<file path="config.mk">
export PLATFORM = sky130hd
export DESIGN_NAME = chip_dps_top
export DESIGN_NICKNAME = d
export VERILOG_FILES = /design/src/hw/chip_pkg.sv /design/src/hw/chip_dps_top.sv /design/src/hw/dps_pad_mux.sv /design/src/hw/jtag_idcode_tap.sv /design/src/hw/mbox_ram.sv /design/src/hw/spi_mbox_dev.sv
export SDC_FILE = /design/constraint.sdc
export NUM_CORES = 1
export LEC_CHECK = 0
export CORE_MARGIN = 2
export CORE_UTILIZATION = 48
export DETAILED_ROUTE_END_ITERATION = 8
export DONT_BUFFER_PORTS = 1
export GPL_ROUTABILITY_DRIVEN = 1
export SYNTH_ARGS = -nofsm -noshare
export SYNTH_HDL_FRONTEND = slang
export SYNTH_SLANG_ARGS = --single-unit
</file>
<file path="constraint.sdc">
create_clock -name clk_i -period 4.4 [get_ports clk_i]
set_input_delay 0.22 -clock clk_i [delete_from_list [all_inputs] [get_ports clk_i]]
set_output_delay 0.22 -clock clk_i [all_outputs]
set_load 0.1 [all_outputs]
</file>
<file path="src/hw/chip_pkg.sv">
//**************************************************************************
// Shared types and constants of the debug-pad subsystem.
// Mailbox addresses are word indices, not byte addresses.
//**************************************************************************
package chip_pkg;

  typedef logic [31:0] word_t;
  typedef logic [3:0]  mbox_addr_t;

  // Bit 7 selects write, bits 3..0 address the mailbox, bits 6..4 are ignored
  typedef logic [7:0]  frame_cmd_t;

  // Snooped mailbox words
  localparam mbox_addr_t MBOX_STATUS_ADDR = 4'd14;
  localparam mbox_addr_t MBOX_LOG_ADDR    = 4'd15;

  // Bit 0 must be 1 per IEEE 1149.1
  localparam word_t JTAG_IDCODE = 32'h4F54_4E11;

  localparam logic [3:0] IR_IDCODE = 4'h1;
  localparam logic [3:0] IR_BYPASS = 4'hF;

  typedef enum logic [3:0] {
    TAP_RESET, TAP_IDLE,
    TAP_SEL_DR, TAP_CAP_DR, TAP_SH_DR, TAP_EX1_DR,
    TAP_PAU_DR, TAP_EX2_DR, TAP_UPD_DR,
    TAP_SEL_IR, TAP_CAP_IR, TAP_SH_IR, TAP_EX1_IR,
    TAP_PAU_IR, TAP_EX2_IR, TAP_UPD_IR
  } tap_state_e;

  typedef enum logic [1:0] {
    SPI_IDLE,
    SPI_CMD,
    SPI_DATA
  } spi_state_e;

endpackage

</file>
<file path="src/hw/chip_dps_top.sv">
//**************************************************************************
// Debug-pad subsystem. jtag_spi_n strap high selects JTAG, low selects SPI;
// it is taken once after reset. TCK and SCK must stay below clk/8.
//**************************************************************************
`timescale 1ns/1ps

module chip_dps_top import chip_pkg::*; #(
  parameter int MBOX_CREDITS = 2
) (
  input  logic  clk_i,
  input  logic  arst_n_i,
  input  logic  dps_sck_tck_i,
  input  logic  dps_sdi_tdi_i,
  input  logic  dps_csb_tms_i,
  input  logic  dps_trst_n_i,
  input  logic  dps_strap_jtag_spi_n_i,
  output logic  dps_sdo_tdo_o,
  output logic  status_valid_o,
  output word_t status_o,
  output logic  log_valid_o,
  output word_t log_o
);

  logic       spi_sck;
  logic       spi_sdi;
  logic       spi_csb;
  logic       spi_sdo;
  logic       jtag_tck;
  logic       jtag_tdi;
  logic       jtag_tms;
  logic       jtag_trst_n;
  logic       jtag_tdo;
  logic       wr_valid;
  mbox_addr_t wr_addr;
  word_t      wr_data;
  mbox_addr_t rd_addr;
  word_t      rd_data;
  logic       credit;

  dps_pad_mux u_pad_mux (
    .clk_i                  (clk_i),
    .arst_n_i               (arst_n_i),
    .dps_sck_tck_i          (dps_sck_tck_i),
    .dps_sdi_tdi_i          (dps_sdi_tdi_i),
    .dps_csb_tms_i          (dps_csb_tms_i),
    .dps_trst_n_i           (dps_trst_n_i),
    .dps_strap_jtag_spi_n_i (dps_strap_jtag_spi_n_i),
    .spi_sdo_i              (spi_sdo),
    .jtag_tdo_i             (jtag_tdo),
    .dps_sdo_tdo_o          (dps_sdo_tdo_o),
    .spi_sck_o              (spi_sck),
    .spi_sdi_o              (spi_sdi),
    .spi_csb_o              (spi_csb),
    .jtag_tck_o             (jtag_tck),
    .jtag_tdi_o             (jtag_tdi),
    .jtag_tms_o             (jtag_tms),
    .jtag_trst_n_o          (jtag_trst_n)
  );

  spi_mbox_dev #(
    .MBOX_CREDITS (MBOX_CREDITS)
  ) u_spi_dev (
    .clk_i      (clk_i),
    .arst_n_i   (arst_n_i),
    .sck_i      (spi_sck),
    .sdi_i      (spi_sdi),
    .csb_i      (spi_csb),
    .credit_i   (credit),
    .rd_data_i  (rd_data),
    .sdo_o      (spi_sdo),
    .wr_valid_o (wr_valid),
    .wr_addr_o  (wr_addr),
    .wr_data_o  (wr_data),
    .rd_addr_o  (rd_addr)
  );

  jtag_idcode_tap u_tap (
    .clk_i    (clk_i),
    .arst_n_i (arst_n_i),
    .tck_i    (jtag_tck),
    .tms_i    (jtag_tms),
    .tdi_i    (jtag_tdi),
    .trst_n_i (jtag_trst_n),
    .tdo_o    (jtag_tdo)
  );

  mbox_ram u_mbox (
    .clk_i          (clk_i),
    .arst_n_i       (arst_n_i),
    .wr_valid_i     (wr_valid),
    .wr_addr_i      (wr_addr),
    .wr_data_i      (wr_data),
    .rd_addr_i      (rd_addr),
    .rd_data_o      (rd_data),
    .credit_o       (credit),
    .status_valid_o (status_valid_o),
    .status_o       (status_o),
    .log_valid_o    (log_valid_o),
    .log_o          (log_o)
  );

endmodule

</file>
<file path="src/hw/dps_pad_mux.sv">
//**************************************************************************
// The strap pad is sampled once, on the first clk edge after reset release.
// It is assumed static around that edge and is not synchronized.
//**************************************************************************
`timescale 1ns/1ps

module dps_pad_mux (
  input  logic clk_i,
  input  logic arst_n_i,
  input  logic dps_sck_tck_i,
  input  logic dps_sdi_tdi_i,
  input  logic dps_csb_tms_i,
  input  logic dps_trst_n_i,
  input  logic dps_strap_jtag_spi_n_i,
  input  logic spi_sdo_i,
  input  logic jtag_tdo_i,
  output logic dps_sdo_tdo_o,
  output logic spi_sck_o,
  output logic spi_sdi_o,
  output logic spi_csb_o,
  output logic jtag_tck_o,
  output logic jtag_tdi_o,
  output logic jtag_tms_o,
  output logic jtag_trst_n_o
);

  logic strap_taken_q;
  logic strap_q;
  logic jtag_sel;
  logic spi_sel;

  // Latch the strap once per reset
  always_ff @(posedge clk_i or negedge arst_n_i) begin
    if (!arst_n_i) begin
      strap_taken_q <= 1'b0;
      strap_q       <= 1'b0;
    end else if (!strap_taken_q) begin
      strap_taken_q <= 1'b1;
      strap_q       <= dps_strap_jtag_spi_n_i;
    end
  end

  // Neither port owns the pads until the strap is taken
  assign jtag_sel = strap_taken_q & strap_q;
  assign spi_sel  = strap_taken_q & ~strap_q;

  // SPI side, parked with csb high and sck low
  assign spi_sck_o = spi_sel ? dps_sck_tck_i : 1'b0;
  assign spi_sdi_o = spi_sel ? dps_sdi_tdi_i : 1'b0;
  assign spi_csb_o = spi_sel ? dps_csb_tms_i : 1'b1;

  // JTAG side, parked in reset with tck low
  assign jtag_tck_o    = jtag_sel ? dps_sck_tck_i : 1'b0;
  assign jtag_tdi_o    = jtag_sel ? dps_sdi_tdi_i : 1'b0;
  assign jtag_tms_o    = jtag_sel ? dps_csb_tms_i : 1'b1;
  assign jtag_trst_n_o = jtag_sel ? dps_trst_n_i  : 1'b0;

  // Shared output pad
  always_comb begin
    if (jtag_sel) begin
      dps_sdo_tdo_o = jtag_tdo_i;
    end else if (spi_sel) begin
      dps_sdo_tdo_o = spi_sdo_i;
    end else begin
      dps_sdo_tdo_o = 1'b0;
    end
  end

endmodule

</file>
<file path="src/hw/jtag_idcode_tap.sv">
//**************************************************************************
// JTAG TAP with IDCODE and BYPASS only, oversampled by clk.
// TCK must stay below clk/8. Unknown instructions select BYPASS.
//**************************************************************************
`timescale 1ns/1ps

module jtag_idcode_tap import chip_pkg::*; (
  input  logic clk_i,
  input  logic arst_n_i,
  input  logic tck_i,
  input  logic tms_i,
  input  logic tdi_i,
  input  logic trst_n_i,
  output logic tdo_o
);

  logic [1:0] tck_sync_q;
  logic [1:0] tms_sync_q;
  logic [1:0] tdi_sync_q;
  logic [1:0] trst_sync_q;
  logic       tck_prev_q;
  logic       tck_rise;
  logic       tck_fall;
  logic       tms;
  logic       tdi;
  tap_state_e state_q;
  tap_state_e state_d;
  logic [3:0] ir_q;
  logic [3:0] ir_sr_q;
  word_t      dr_sr_q;
  logic       bypass_q;
  logic       idcode_sel;
  logic       tdo_q;

  always_ff @(posedge clk_i or negedge arst_n_i) begin
    if (!arst_n_i) begin
      tck_sync_q  <= 2'b00;
      tms_sync_q  <= 2'b11;
      tdi_sync_q  <= 2'b00;
      trst_sync_q <= 2'b00;
      tck_prev_q  <= 1'b0;
    end else begin
      tck_sync_q  <= {tck_sync_q[0], tck_i};
      tms_sync_q  <= {tms_sync_q[0], tms_i};
      tdi_sync_q  <= {tdi_sync_q[0], tdi_i};
      trst_sync_q <= {trst_sync_q[0], trst_n_i};
      tck_prev_q  <= tck_sync_q[1];
    end
  end

  assign tms      = tms_sync_q[1];
  assign tdi      = tdi_sync_q[1];
  assign tck_rise = tck_sync_q[1] & ~tck_prev_q;
  assign tck_fall = ~tck_sync_q[1] & tck_prev_q;

  // IEEE 1149.1 state diagram
  always_comb begin
    unique case (state_q)
      TAP_RESET:  state_d = tms ? TAP_RESET  : TAP_IDLE;
      TAP_IDLE:   state_d = tms ? TAP_SEL_DR : TAP_IDLE;
      TAP_SEL_DR: state_d = tms ? TAP_SEL_IR : TAP_CAP_DR;
      TAP_CAP_DR: state_d = tms ? TAP_EX1_DR : TAP_SH_DR;
      TAP_SH_DR:  state_d = tms ? TAP_EX1_DR : TAP_SH_DR;
      TAP_EX1_DR: state_d = tms ? TAP_UPD_DR : TAP_PAU_DR;
      TAP_PAU_DR: state_d = tms ? TAP_EX2_DR : TAP_PAU_DR;
      TAP_EX2_DR: state_d = tms ? TAP_UPD_DR : TAP_SH_DR;
      TAP_UPD_DR: state_d = tms ? TAP_SEL_DR : TAP_IDLE;
      TAP_SEL_IR: state_d = tms ? TAP_RESET  : TAP_CAP_IR;
      TAP_CAP_IR: state_d = tms ? TAP_EX1_IR : TAP_SH_IR;
      TAP_SH_IR:  state_d = tms ? TAP_EX1_IR : TAP_SH_IR;
      TAP_EX1_IR: state_d = tms ? TAP_UPD_IR : TAP_PAU_IR;
      TAP_PAU_IR: state_d = tms ? TAP_EX2_IR : TAP_PAU_IR;
      TAP_EX2_IR: state_d = tms ? TAP_UPD_IR : TAP_SH_IR;
      TAP_UPD_IR: state_d = tms ? TAP_SEL_DR : TAP_IDLE;
      default:    state_d = TAP_RESET;
    endcase
  end

  always_comb begin
    case (ir_q)
      IR_IDCODE: idcode_sel = 1'b1;
      IR_BYPASS: idcode_sel = 1'b0;
      default:   idcode_sel = 1'b0;
    endcase
  end

  // State, instruction and TDO
  always_ff @(posedge clk_i or negedge arst_n_i) begin
    if (!arst_n_i) begin
      state_q <= TAP_RESET;
      ir_q    <= IR_IDCODE;
      tdo_q   <= 1'b0;
    end else if (!trst_sync_q[1]) begin
      state_q <= TAP_RESET;
      ir_q    <= IR_IDCODE;
      tdo_q   <= 1'b0;
    end else begin
      if (tck_rise) begin
        state_q <= state_d;
        if (state_q == TAP_RESET) begin
          ir_q <= IR_IDCODE;
        end else if (state_q == TAP_UPD_IR) begin
          ir_q <= ir_sr_q;
        end
      end
      if (tck_fall) begin
        unique case (state_q)
          TAP_SH_DR: tdo_q <= idcode_sel ? dr_sr_q[0] : bypass_q;
          TAP_SH_IR: tdo_q <= ir_sr_q[0];
          default:   tdo_q <= 1'b0;
        endcase
      end
    end
  end

  // Shift registers, LSB first
  always_ff @(posedge clk_i) begin
    if (tck_rise) begin
      unique case (state_q)
        TAP_CAP_IR: ir_sr_q <= 4'b0101;
        TAP_SH_IR:  ir_sr_q <= {tdi, ir_sr_q[3:1]};
        TAP_CAP_DR: begin
          dr_sr_q  <= JTAG_IDCODE;
          bypass_q <= 1'b0;
        end
        TAP_SH_DR: begin
          dr_sr_q  <= {tdi, dr_sr_q[31:1]};
          bypass_q <= tdi;
        end
        default: ;
      endcase
    end
  end

  assign tdo_o = tdo_q;

endmodule

</file>
<file path="src/hw/mbox_ram.sv">
//**************************************************************************
// 16-word mailbox with combinational read. Every write returns one credit
// in the next cycle. Status and log writes pulse their valid for one cycle.
//**************************************************************************
`timescale 1ns/1ps

module mbox_ram import chip_pkg::*; (
  input  logic       clk_i,
  input  logic       arst_n_i,
  input  logic       wr_valid_i,
  input  mbox_addr_t wr_addr_i,
  input  word_t      wr_data_i,
  input  mbox_addr_t rd_addr_i,
  output word_t      rd_data_o,
  output logic       credit_o,
  output logic       status_valid_o,
  output word_t      status_o,
  output logic       log_valid_o,
  output word_t      log_o
);

  word_t mem_q [16];
  logic  credit_q;
  logic  status_valid_q;
  logic  log_valid_q;

  // Mailbox words read as zero until written
  always_ff @(posedge clk_i or negedge arst_n_i) begin
    if (!arst_n_i) begin
      for (int i = 0; i < 16; i++) begin
        mem_q[i] <= '0;
      end
    end else if (wr_valid_i) begin
      mem_q[wr_addr_i] <= wr_data_i;
    end
  end

  // Credit return and snoop pulses
  always_ff @(posedge clk_i or negedge arst_n_i) begin
    if (!arst_n_i) begin
      credit_q       <= 1'b0;
      status_valid_q <= 1'b0;
      log_valid_q    <= 1'b0;
    end else begin
      credit_q       <= wr_valid_i;
      status_valid_q <= wr_valid_i && (wr_addr_i == MBOX_STATUS_ADDR);
      log_valid_q    <= wr_valid_i && (wr_addr_i == MBOX_LOG_ADDR);
    end
  end

  assign rd_data_o = mem_q[rd_addr_i];
  assign credit_o  = credit_q;

  // The word is already stored when its pulse is high
  assign status_valid_o = status_valid_q;
  assign status_o       = mem_q[MBOX_STATUS_ADDR];
  assign log_valid_o    = log_valid_q;
  assign log_o          = mem_q[MBOX_LOG_ADDR];

endmodule

</file>
<file path="src/hw/spi_mbox_dev.sv">
//**************************************************************************
// SPI mode 0 mailbox device, oversampled by clk. SCK must stay below clk/8.
// Frame is 8 command bits then 32 data bits, MSB first. Only one write can
// wait for a credit; a further write frame before it retires is not held.
//**************************************************************************
`timescale 1ns/1ps

module spi_mbox_dev import chip_pkg::*; #(
  parameter int MBOX_CREDITS = 2
) (
  input  logic       clk_i,
  input  logic       arst_n_i,
  input  logic       sck_i,
  input  logic       sdi_i,
  input  logic       csb_i,
  input  logic       credit_i,
  input  word_t      rd_data_i,
  output logic       sdo_o,
  output logic       wr_valid_o,
  output mbox_addr_t wr_addr_o,
  output word_t      wr_data_o,
  output mbox_addr_t rd_addr_o
);

  localparam int CNT_W = $clog2(MBOX_CREDITS + 1);

  logic [1:0]       sck_sync_q;
  logic [1:0]       sdi_sync_q;
  logic [1:0]       csb_sync_q;
  logic             sck_prev_q;
  logic             sck_rise;
  logic             sck_fall;
  logic             sdi;
  logic             csb;
  spi_state_e       state_q;
  logic [5:0]       bit_cnt_q;
  frame_cmd_t       cmd_q;
  word_t            rx_q;
  word_t            tx_q;
  logic             frame_done;
  logic             pend_q;
  mbox_addr_t       pend_addr_q;
  word_t            pend_data_q;
  logic [CNT_W-1:0] credit_cnt_q;
  logic             issue;

  // Two-flop synchronizers; sdi takes the same path to stay aligned with sck
  always_ff @(posedge clk_i or negedge arst_n_i) begin
    if (!arst_n_i) begin
      sck_sync_q <= 2'b00;
      sdi_sync_q <= 2'b00;
      csb_sync_q <= 2'b11;
      sck_prev_q <= 1'b0;
    end else begin
      sck_sync_q <= {sck_sync_q[0], sck_i};
      sdi_sync_q <= {sdi_sync_q[0], sdi_i};
      csb_sync_q <= {csb_sync_q[0], csb_i};
      sck_prev_q <= sck_sync_q[1];
    end
  end

  assign sdi      = sdi_sync_q[1];
  assign csb      = csb_sync_q[1];
  assign sck_rise = sck_sync_q[1] & ~sck_prev_q;
  assign sck_fall = ~sck_sync_q[1] & sck_prev_q;

  // bit_cnt_q counts rising edges over the whole 40-bit frame
  always_ff @(posedge clk_i or negedge arst_n_i) begin
    if (!arst_n_i) begin
      state_q   <= SPI_IDLE;
      bit_cnt_q <= '0;
      cmd_q     <= '0;
    end else if (csb) begin
      state_q   <= SPI_IDLE;
      bit_cnt_q <= '0;
    end else begin
      unique case (state_q)
        SPI_IDLE: state_q <= SPI_CMD;
        SPI_CMD: begin
          if (sck_rise) begin
            cmd_q     <= {cmd_q[6:0], sdi};
            bit_cnt_q <= bit_cnt_q + 6'd1;
            if (bit_cnt_q == 6'd7) begin
              state_q <= SPI_DATA;
            end
          end
        end
        SPI_DATA: begin
          if (sck_rise) begin
            if (bit_cnt_q == 6'd39) begin
              // Back-to-back frames reuse the open csb
              bit_cnt_q <= '0;
              state_q   <= SPI_CMD;
            end else begin
              bit_cnt_q <= bit_cnt_q + 6'd1;
            end
          end
        end
        default: state_q <= SPI_IDLE;
      endcase
    end
  end

  assign frame_done = !csb && sck_rise && (state_q == SPI_DATA) && (bit_cnt_q == 6'd39);

  always_ff @(posedge clk_i) begin
    if (sck_rise && (state_q == SPI_DATA)) begin
      rx_q <= {rx_q[30:0], sdi};
    end
  end

  // Read data is loaded on the first falling edge of the data phase
  always_ff @(posedge clk_i or negedge arst_n_i) begin
    if (!arst_n_i) begin
      tx_q <= '0;
    end else if (csb) begin
      tx_q <= '0;
    end else if (sck_fall && (state_q == SPI_DATA)) begin
      if ((bit_cnt_q == 6'd8) && !cmd_q[7]) begin
        tx_q <= rd_data_i;
      end else begin
        tx_q <= {tx_q[30:0], 1'b0};
      end
    end
  end

  assign sdo_o     = tx_q[31];
  assign rd_addr_o = cmd_q[3:0];

  // Write queue and credit counter
  assign issue = pend_q && (credit_cnt_q != '0);

  always_ff @(posedge clk_i or negedge arst_n_i) begin
    if (!arst_n_i) begin
      pend_q       <= 1'b0;
      credit_cnt_q <= CNT_W'(MBOX_CREDITS);
    end else begin
      if (issue) begin
        pend_q <= 1'b0;
      end
      if (frame_done && cmd_q[7]) begin
        pend_q <= 1'b1;
      end
      case ({issue, credit_i})
        2'b10:   credit_cnt_q <= credit_cnt_q - 1'b1;
        2'b01:   credit_cnt_q <= credit_cnt_q + 1'b1;
        default: credit_cnt_q <= credit_cnt_q;
      endcase
    end
  end

  always_ff @(posedge clk_i) begin
    if (frame_done && cmd_q[7]) begin
      pend_addr_q <= cmd_q[3:0];
      pend_data_q <= {rx_q[30:0], sdi};
    end
  end

  assign wr_valid_o = issue;
  assign wr_addr_o  = pend_addr_q;
  assign wr_data_o  = pend_data_q;

endmodule

</file>
==> run_results.csv, run 1 <==
group,metric,value,unit
place,dpl.cell_count,2567,
finish,diodes,0,
worst_setup_path,cpPeakStageDelay,620,ps
sta,tightest_slew,2260,ps
die,row_count,91,
power,p_sw_share,19.8,%
die,die-area,64800,sq um
place,dp_worst_setup_slack,1580,ps
clocking,numCtsBuffers,76,
clocking,cts_resized,0,
worst_setup_path,path_max_fanout,20,
worst_setup_path,slowest_stage,"nor2_4",
sta,clock-skew-final,12.2,ps
global_route,antenna_found_initial,2,
worst_setup_path,criticalPathCategory,"reg -> reg",
power,power_frac_clock,48.9,%
finish,stdcell_count,2709,
worst_setup_path,ff2ff_path_depth,6,
sta,timing.final.ws_setup,1600,ps
sta,layout_worst_path_cycle_share,63.6,%
die,die_y,255,microns
power,total_power,12.9,mW
status,outcome,"finished, violations left",
sta,rsz0062_at_grt,"false",
power,ir_drop,0.000293,V
place,numPortBuffers,0,
drt,antenna_left,0,
synthesis,synth_xor_area_share,0.203,%
worst_setup_path,r2r-start,"u_spi_dev.credit_cnt_q[1]$_DFFE_PN1P_",
place,gp_congestion,0.701,
synthesis,synth_seq_cells,697,
worst_setup_path,crit_chain,"o21ai_1 > inv_2 > nand3b_1 > nor2_4 > buf_4 > mux2_2",
sta,fmax,357,MHz
clocking,cts_tree,"yes",
sta,finalWorstPathRequiredPeriod,2800,ps
global_route,track_usage,21.2,%
synthesis,syn_inst,1898,
drt,vias,15900,
drt,wl_per_cell,24.6,microns
die,ios,74,
global_route,grt_max_degree,594,
sta,max-slew-margin-rel,-50.5,%
power,power_density,391,nW/um^2
die,core_area,61900,sq um
synthesis,yosys.area.top_type_share,48.7,%
power,seq_power_share,50.7,%
drt,dr.pass1.iters,5,
synthesis,synth_edf_count,104,
power,leakagePower,14.9,nW
synthesis,mappedNetlistNets,1910,
finish,finish.utilization,53.5,%
synthesis,synth_simple_gate_area_share,2.84,%
global_route,grt_overflow,0,
finish,area.growth.synth_to_final,9.84,%
finish,nets,1825,
worst_setup_path,r2r-end,"u_mbox.mem_q[305]$_DFFE_PN0P_",
synthesis,synth_compound_area_share,3.96,%
synthesis,yosysWarnings,0,
power,p_comb_share,0.4,%
synthesis,synthFlopType,"dfrtp_1",
synthesis,synth.most_common_cell,"dfrtp_1",
worst_setup_path,critPathArrivalTime,3270,ps
synthesis,synth_top_cell_by_area,"dfrtp_1",
status,violations,"hold timing, slew limit",
sta,whs,-667,ps
place,place_area,30600,sq um
synthesis,synth_top_family_by_area,"multiplexers",
sta,setup_viol,0,
die,initial_core_util,48.7,%
synthesis,avgSynthCellArea,15.9,sq um
synthesis,synth_area_leaders,"dfrtp_1, mux2_2, edfxtp_1",
sta,hold_viol,587,
synthesis,synthMuxAreaShare,29.2,%
global_route,grt_pass1_vias,16700,
drt,drt-vias-per-instance,5.87,
finish,design_area,33100,sq um
clocking,path_clk_slew,60,ps
worst_setup_path,critical_path.endpoint_type,"flip-flop",
clocking,ctsLongestPathBuffers,3,
worst_setup_path,reg2reg_slack,1600,ps
finish,drive_gt1_share,41.2,%
drt,drt_iter0_drc,1049,
power,p_int,10.4,mW
drt,drc,0,
drt,postRouteWirelength,66600,microns
clocking,numClockSinks,697,
synthesis,synthArstFlopShare,85.1,%
synthesis,synth_cell_types,56,
clocking,holdBufCountCts,5,
clocking,htreeDepth,3,
die,die_w,255,microns
sta,drv_slew,477,
clocking,post_cts_buffers,0,
flow_run,cap_viol_max_count,0,
synthesis,seq_area_frac_synth,59.6,%
clocking,clock_latency,600,ps
synthesis,synthAdderAreaFrac,0.208,%
power,power_switching,2.56,mW
worst_setup_path,crit_required,4870,ps
synthesis,synthesis.area,30100,sq um
global_route,grt_pass1_wl,104000,microns
clocking,clockRootBuffer,"clkbuf_16",
worst_hold_path,hold_path.class,"in -> async",
worst_setup_path,cp-start-kind,"flip-flop",
place,dp_hpwl,37500,microns
sta,fin_tns_setup,0,ps
synthesis,synth_commonest_cells,"dfrtp_1, mux2_2, mux4_2",
## worst max-delay path: cells and delay by family (launching register included)
family / cells / cell delay (ps)
mux: 1 / 390
compound gates: 1 / 130
simple gates: 2 / 930
buf+inv: 2 / 630
flops: 1 / 550
## logic make-up (layout without fill, tap and decap cells)
group / Yosys count / count (layout)
buffers and inverters: 218 / 192
adders and majority gates: 5 / 5
AOI/OAI and AO/OA: 167 / 167
other: 1 / 1
and+or+nand+nor: 149 / 149
muxes: 654 / 654
DFF: 697 / 697
xor gates and xnor gates: 7 / 7
## registers in the layout, indices dropped and copies added, names as in the netlist, 6 cells and up
| signal | flops |
|---|---|
| u_spi_dev.bit_cnt_q | 6 |
| u_spi_dev.rx_q | 31 |
| u_spi_dev.tx_q | 32 |
| u_mbox.status_o | 32 |
| u_mbox.mem_q | 448 |
| u_spi_dev.cmd_q | 8 |
| u_spi_dev.wr_data_o | 32 |
| u_tap.dr_sr_q | 32 |
| u_mbox.log_o | 32 |
## layout by cell type (no fill, tap or decap), types with 5 or more instances in the layout
cell | Yosys | final
dfrtp_1 | 587 | 585
mux2_2 | 452 | 452
mux4_2 | 128 | 128
edfxtp_1 | 104 | 104
clkbuf_16 | 0 | 80
mux2_1 | 71 | 71
a22oi_1 | 62 | 62
a21oi_1 | 39 | 39
buf_4 | 67 | 33
a221o_1 | 31 | 31
and2_1 | 26 | 27
clkbuf_1 | 75 | 24
nand2b_1 | 23 | 23
nand2_1 | 17 | 16
o21ai_0 | 16 | 16
nor2_1 | 25 | 15
clkbuf_8 | 0 | 14
nor2_4 | 0 | 13
clkinv_2 | 0 | 11
inv_1 | 9 | 9
nand3_1 | 7 | 7
buf_12 | 0 | 7
nand3b_1 | 6 | 6
and3_1 | 7 | 6
nor2b_1 | 10 | 6
nor3_1 | 9 | 6
dfstp_2 | 6 | 6
ha_1 | 5 | 5
dlygate4sd3_1 | 0 | 5
## power groups by stage
stage	sequential, mW	clock (mW)	combinational [mW]
floorplan	6.67	0	0.0477
global placement	6.67	0	0.0535
detailed placement	6.68	0	0.0546
CTS	6.55	6.51	0.0584
global route	6.55	6.77	0.0630
finish	6.56	6.32	0.0574
## per-layer routing
metal | vias up | wire length (microns) | global-route usage [%]
met5 | - | 0 | 0
met4 | 0 | 1380 | 5.21
met3 | 95 | 3040 | 3.82
met2 | 327 | 31700 | 33.4
met1 | 8633 | 30400 | 30.9
li1 | 6854 | - | -
## worst max-delay path by stage
stage                                          start                             to  slack [ps]  depth (start not counted)
6_report       u_spi_dev.credit_cnt_q[1]$_DFFE_PN1P_  u_mbox.mem_q[305]$_DFFE_PN0P_        1600                          6
5_1_grt        u_spi_dev.credit_cnt_q[1]$_DFFE_PN1P_  u_mbox.mem_q[307]$_DFFE_PN0P_        1500                          6
4_1_cts        u_spi_dev.credit_cnt_q[1]$_DFFE_PN1P_  u_mbox.mem_q[305]$_DFFE_PN0P_        1550                          6
3_5_place_dp   u_spi_dev.credit_cnt_q[1]$_DFFE_PN1P_  u_mbox.mem_q[305]$_DFFE_PN0P_        1580                          6
3_3_place_gp   u_spi_dev.credit_cnt_q[1]$_DFFE_PN1P_  u_mbox.mem_q[300]$_DFFE_PN0P_        1630                          6
2_1_floorplan           u_tap.state_q[0]$_DFFE_PN0P_       u_tap.bypass_q$_DFFE_PP_         760                          4
## final cells by class
cell class / instances / area [sq um]
fill: 5030 / 28800
clock buffer: 118 / 2280
timing repair buffer: 45 / 438
sequential: 697 / 18000
inverter: 10 / 37.5
multi-input combinational: 983 / 11100
tap: 837 / 1050
clock inverter: 19 / 208
No activity file was read; power rests on OpenSTA's default activity.
==> run 2, diff against run 1 <==
Settings changed: PLACE_DENSITY from default to 0.65.
Clock period 4.4 ns to 2.5 ns, I/O delays scaled along.
==> run 2 against run 1 <==
Net effect: critical endpoint is now u_spi_dev.tx_q[12]$_DFFE_PN0P_; critical path depth decreased by 1; count of clock-buffer cells in the layout is 12 lower; final cell count rose by 3.5%; the flow finishes with violations (hold timing); fmax rose by 20%; via count rose by 2.4%; register-to-register slack worse by 1400 ps; wire length down 0.36%; die area is the same; core utilization grew 1.6 points; sequential power increased by 75%.
==> run_results.csv, run 2 (same netlist as run 1, synthesis figures left out) <==
group,metric,value,unit
drt,drt-vias-per-instance,5.81,
worst_setup_path,critPathArrivalTime,2820,ps
sta,setup_viol,0,
power,p_comb_share,0.5,%
sta,layout_worst_path_cycle_share,93.1,%
power,p_int,18.5,mW
drt,vias,16300,
sta,fin_tns_setup,0,ps
power,power_density,677,nW/um^2
sta,max-slew-margin-rel,12.0,%
finish,drive_gt1_share,44.4,%
global_route,grt_pass1_wl,104000,microns
clocking,cts_resized,0,
sta,fmax,430,MHz
power,ir_drop,0.000494,V
sta,finalWorstPathRequiredPeriod,2330,ps
die,core_area,61900,sq um
power,p_sw_share,19.8,%
clocking,numCtsBuffers,74,
drt,drt_iter0_drc,1116,
drt,postRouteWirelength,66300,microns
clocking,htreeDepth,3,
worst_setup_path,path_max_fanout,22,
finish,area.growth.synth_to_final,13.2,%
drt,wl_per_cell,23.7,microns
worst_hold_path,hold_path.class,"in -> async",
place,dp_hpwl,39400,microns
clocking,post_cts_buffers,0,
finish,layout_common_cells,"dfrtp_1, mux2_2, mux4_2",
sta,rsz0062_at_grt,"false",
finish,nets,1920,
global_route,grt_overflow,0,
die,die-area,64800,sq um
drt,dr.pass1.iters,5,
global_route,grt_pass1_vias,17400,
worst_setup_path,r2r-start,"u_spi_dev.cmd_q[0]$_DFFE_PN0P_",
worst_setup_path,cpPeakStageDelay,640,ps
finish,top_register,"u_mbox.mem_q",
status,outcome,"finished, violations left",
global_route,antenna_found_initial,1,
status,violations,"hold timing",
die,row_count,91,
die,die_w,255,microns
sta,tightest_slew,1320,ps
die,die_y,255,microns
clocking,cts_tree,"yes",
sta,whs,-766,ps
worst_setup_path,r2r-end,"u_spi_dev.tx_q[12]$_DFFE_PN0P_",
worst_setup_path,crit_chain,"buf_12 > mux4_2 > a22oi_1 > a21oi_1 > a221o_1",
power,power_switching,4.58,mW
worst_setup_path,criticalPathCategory,"reg -> reg",
sta,hold_viol,593,
place,gp_congestion,0.772,
finish,multiInputGateArea,11100,sq um
clocking,holdBufCountCts,5,
clocking,numClockSinks,697,
sta,drv_slew,0,
global_route,track_usage,21.1,%
finish,fillers,4865,
worst_setup_path,critical_path.endpoint_type,"flip-flop",
drt,drc,0,
worst_setup_path,crit_required,2990,ps
power,seq_power_share,49.9,%
drt,antenna_left,0,
worst_setup_path,cp-start-kind,"flip-flop",
clocking,ctsLongestPathBuffers,3,
finish,largest_reg_flops,448,
global_route,grt_max_degree,594,
power,total_power,23.1,mW
finish,ff_latch_area,18000,sq um
flow_run,cap_viol_max_count,0,
die,initial_core_util,48.7,%
clocking,path_clk_slew,60,ps
finish,mostFrequentLayoutCell,"dfrtp_1",
die,ios,74,
worst_setup_path,slowest_stage,"dfrtp_4",
clocking,clock_latency,620,ps
sta,clock-skew-final,28.0,ps
finish,diodes,0,
clocking,clockRootBuffer,"clkbuf_16",
power,leakagePower,15.5,nW
place,numPortBuffers,0,
worst_setup_path,reg2reg_slack,170,ps
worst_setup_path,ff2ff_path_depth,5,
power,power_frac_clock,49.6,%
run 2: changes by cell type in the layout (fill, tap and decap cells not counted), sizes merged:
| cell | delta |
|---|---|
| buf | +97 |
| bufinv | +3 |
| clkbuf | -12 |
| clkinv | +9 |
| clkinvlp | -2 |
run 2: worst max-delay path: cells and delay by family, from the launching register on:
family / cells / cell delay (ps)
AOI/OAI and AO/OA: 3 / 740
buffers and inverters: 1 / 270
DFF: 1 / 640
muxes: 1 / 530
run 2: cell type report:
cell class                 count  area share, %
sequential                   697           52.7
multi-input combinational    983           32.6
clock buffer                 106           6.56
timing repair buffer         142           3.97
tap                          837           3.07
clock inverter                29           1.04
inverter                      10          0.110
run 2: per-stage QoR:
step	worst slack, ps	util (%)	hold WS [ps]	cell area [sq um]	cells
2_1_floorplan	43.9	-	-171	30200	1898
3_3_place_gp	197	50.8	-145	31500	2664
3_5_place_dp	194	50.8	-145	31500	2664
4_1_cts	158	55.1	-798	34100	2804
5_1_grt	76.3	55.1	-796	34100	2804
6_report	173	55.1	-766	34100	2804
run 2: layer usage:
| layer | global-route usage [%] | routed length, microns |
|---|---|---|
| met1 | 29.2 | 29800 |
| met2 | 33.3 | 31400 |
| met3 | 4.20 | 3120 |
| met4 | 7.74 | 2030 |
| met5 | 0 | 0 |
run 2: worst max path at each step:
| stage | start | end | slack (ps) | cells past startpoint |
|---|---|---|---|---|
| 2_1_floorplan | u_spi_dev.bit_cnt_q[0]$_DFFE_PN0P_ | u_spi_dev.wr_addr_o[0]$_DFFE_PP_ | 40 | 4 |
| 3_3_place_gp | u_spi_dev.cmd_q[0]$_DFFE_PN0P_ | u_spi_dev.tx_q[12]$_DFFE_PN0P_ | 200 | 5 |
| 3_5_place_dp | u_spi_dev.cmd_q[0]$_DFFE_PN0P_ | u_spi_dev.tx_q[12]$_DFFE_PN0P_ | 190 | 5 |
| 4_1_cts | u_spi_dev.cmd_q[0]$_DFFE_PN0P_ | u_spi_dev.tx_q[4]$_DFFE_PN0P_ | 160 | 5 |
| 5_1_grt | u_spi_dev.cmd_q[0]$_DFFE_PN0P_ | u_spi_dev.tx_q[12]$_DFFE_PN0P_ | 80 | 5 |
| 6_report | u_spi_dev.cmd_q[0]$_DFFE_PN0P_ | u_spi_dev.tx_q[12]$_DFFE_PN0P_ | 170 | 5 |
run 2: power by group through the flow:
| stage | sequential [mW] | clock (mW) | combinational (mW) |
|---|---|---|---|
| global placement | 11.7 | 0 | 0.101 |
| CTS | 11.5 | 11.7 | 0.111 |
| global route | 11.5 | 12.2 | 0.121 |
| finish | 11.5 | 11.5 | 0.109 |
| detailed placement | 11.7 | 0 | 0.104 |
| floorplan | 11.7 | 0 | 0.0843 |
==> run 3, diff against run 2 <==
Settings changed: CORE_ASPECT_RATIO from default to 1.4, CTS_BUF_LIST from default to sky130_fd_sc_hd__clkbuf_4 sky130_fd_sc_hd__clkbuf_8.
==> run 3 against run 2 <==
Net effect: the run ends with hold timing, slew limit left; critical path depth rose by 1; clock skew rose by 21 ps; first-iteration DRC count fell by 3.9%; wire length rose by 1.1%; register-to-register slack improved by 30 ps; final cell count rose by 1.8%; via count rose by 1.8%; non-clock buffer count fell by 4; core utilization fell by 0.59 points; sequential share of layout area rose by 0.50 points; critical endpoint is now u_mbox.mem_q[430]$_DFFE_PN0P_; largest cell class unchanged; largest power group unchanged.
==> run_results.csv, run 3 (same netlist as run 1, synthesis figures left out) <==
group,metric,value,unit
global_route,grt_overflow,0,
worst_setup_path,startpoint,"u_spi_dev.credit_cnt_q[1]$_DFFE_PN1P_",
power,power_density,639,nW/um^2
clocking,cts_resized,0,
drt,drt-vias-per-instance,5.81,
drt,dr.pass1.iters,5,
sta,finalWorstPathRequiredPeriod,2300,ps
clocking,ctsLongestPathBuffers,3,
status,outcome,"finished, violations left",
power,power_frac_clock,46.1,%
drt,vias,16600,
drt,wl_per_cell,23.5,microns
die,core_area,62000,sq um
global_route,track_usage,21.2,%
place,gp_congestion,0.773,
finish,largest_reg_flops,448,
drt,drc,0,
die,ios,74,
worst_setup_path,r2r-start,"u_spi_dev.credit_cnt_q[1]$_DFFE_PN1P_",
worst_setup_path,critPathArrivalTime,2870,ps
finish,layout_common_cells,"dfrtp_1, mux2_2, clkbuf_8",
worst_setup_path,critical_path.endpoint_type,"flip-flop",
clocking,clock_latency,730,ps
place,dp_hpwl,40000,microns
power,leakagePower,15.5,nW
sta,fmax,435,MHz
sta,fin_tns_setup,0,ps
clocking,numCtsBuffers,108,
die,die-area,64800,sq um
clocking,numClockSinks,697,
global_route,antenna_found_initial,1,
worst_setup_path,crit_buf_inv,2,
die,die_y,301,microns
flow_run,cap_viol_max_count,0,
sta,layout_worst_path_cycle_share,92.0,%
worst_hold_path,hold_path.class,"in -> async",
sta,tightest_slew,2000,ps
sta,max-slew-margin-rel,-33.5,%
sta,hold_viol,592,
drt,antenna_left,0,
sta,setup_viol,0,
sta,whs,-857,ps
global_route,grt_pass1_wl,106000,microns
worst_setup_path,crit_required,3070,ps
power,p_comb_share,0.5,%
finish,area.growth.synth_to_final,12.2,%
clocking,post_cts_buffers,0,
power,ir_drop,0.000593,V
sta,drv_slew,251,
power,p_sw_share,21.0,%
power,seq_power_share,53.4,%
drt,drt_iter0_drc,1073,
worst_setup_path,cpPeakStageDelay,550,ps
global_route,grt_max_degree,594,
clocking,holdBufCountCts,5,
power,power_switching,4.54,mW
clocking,htreeDepth,3,
power,p_int,17.1,mW
finish,design_area,33800,sq um
worst_setup_path,critical_path.top_delay_family,"simple AND/OR/NAND/NOR gates",
finish,top_register,"u_mbox.mem_q",
die,die_w,216,microns
sta,rsz0062_at_grt,"false",
worst_setup_path,reg2reg_slack,200,ps
clocking,path_clk_slew,60,ps
worst_setup_path,path_max_fanout,13,
sta,clock-skew-final,48.9,ps
finish,nets,1950,
die,row_count,108,
status,violations,"hold timing, slew limit",
worst_setup_path,cp-start-kind,"flip-flop",
drt,postRouteWirelength,67100,microns
worst_setup_path,crit_chain,"o21ai_1 > inv_2 > nand3b_1 > nor3_4 > buf_4 > mux2_2",
die,initial_core_util,48.6,%
place,place_area,31500,sq um
clocking,clockRootBuffer,"clkbuf_8",
finish,drive_gt1_share,46.0,%
global_route,grt_pass1_vias,18200,
place,numPortBuffers,0,
clocking,cts_tree,"yes",
worst_setup_path,criticalPathCategory,"reg -> reg",
worst_setup_path,slowest_stage,"dfstp_2",
finish,mostFrequentLayoutCell,"dfrtp_1",
## run 3: changes by cell type in the layout (fill, tap and decap cells not counted), sizes merged
cell / change
clkbuf: +57
clkinvlp: +2
buf: -4
bufinv: -5
diode: +1
clkinv: +11
## run 3: through the flow
step	total power, mW	worst slack [ps]	util (%)	std cells
CTS	21.9	202	54.5	2853
global route	22.4	69.2	54.5	2854
finish	21.6	200	54.5	2854
global placement	11.8	271	50.7	2648
detailed placement	11.9	262	50.7	2648
floorplan	11.8	43.9	-	1898
## run 3: metal layers
metal | track usage, % | vias up | routed length [microns]
met5 | 0 | - | 0
met4 | 7.52 | 0 | 1600
met3 | 3.36 | 110 | 2800
met2 | 35.9 | 377 | 33900
met1 | 28.0 | 8968 | 28800
li1 | - | 7115 | -
## run 3: power by group through the flow
stage / registers (mW) / logic, mW / clock network (mW)
global placement: 11.7 / 0.103 / 0
CTS: 11.5 / 0.112 / 10.2
floorplan: 11.7 / 0.0843 / 0
global route: 11.5 / 0.120 / 10.7
detailed placement: 11.7 / 0.105 / 0
finish: 11.5 / 0.111 / 9.96
## run 3: layout make-up
type,instances,area [sq um]
flip-flops and latches,697,18000
multi-input cells,983,11100
inverters,10,37.5
clock inverters,37,230
well taps,825,1030
repair buffers,138,1340
clock buffers,163,2070
fillers,5017,28200
diodes,1,2.50
## run 3: path summary, 6_finish.rpt
kind	endpoint	cells after the start
setup / recovery	u_mbox.mem_q[430]$_DFFE_PN0P_	6
hold reg to reg	u_spi_dev.sck_sync_q[1]$_DFF_PN0_	0
min in group clk_i	u_tap.tms_sync_q[0]$_DFF_PN1_	2
setup reg to reg	u_mbox.mem_q[430]$_DFFE_PN0P_	6
hold / removal	u_mbox.log_o[18]$_DFFE_PN0P_	0
max in group asynchronous	u_mbox.status_o[6]$_DFFE_PN0P_	0
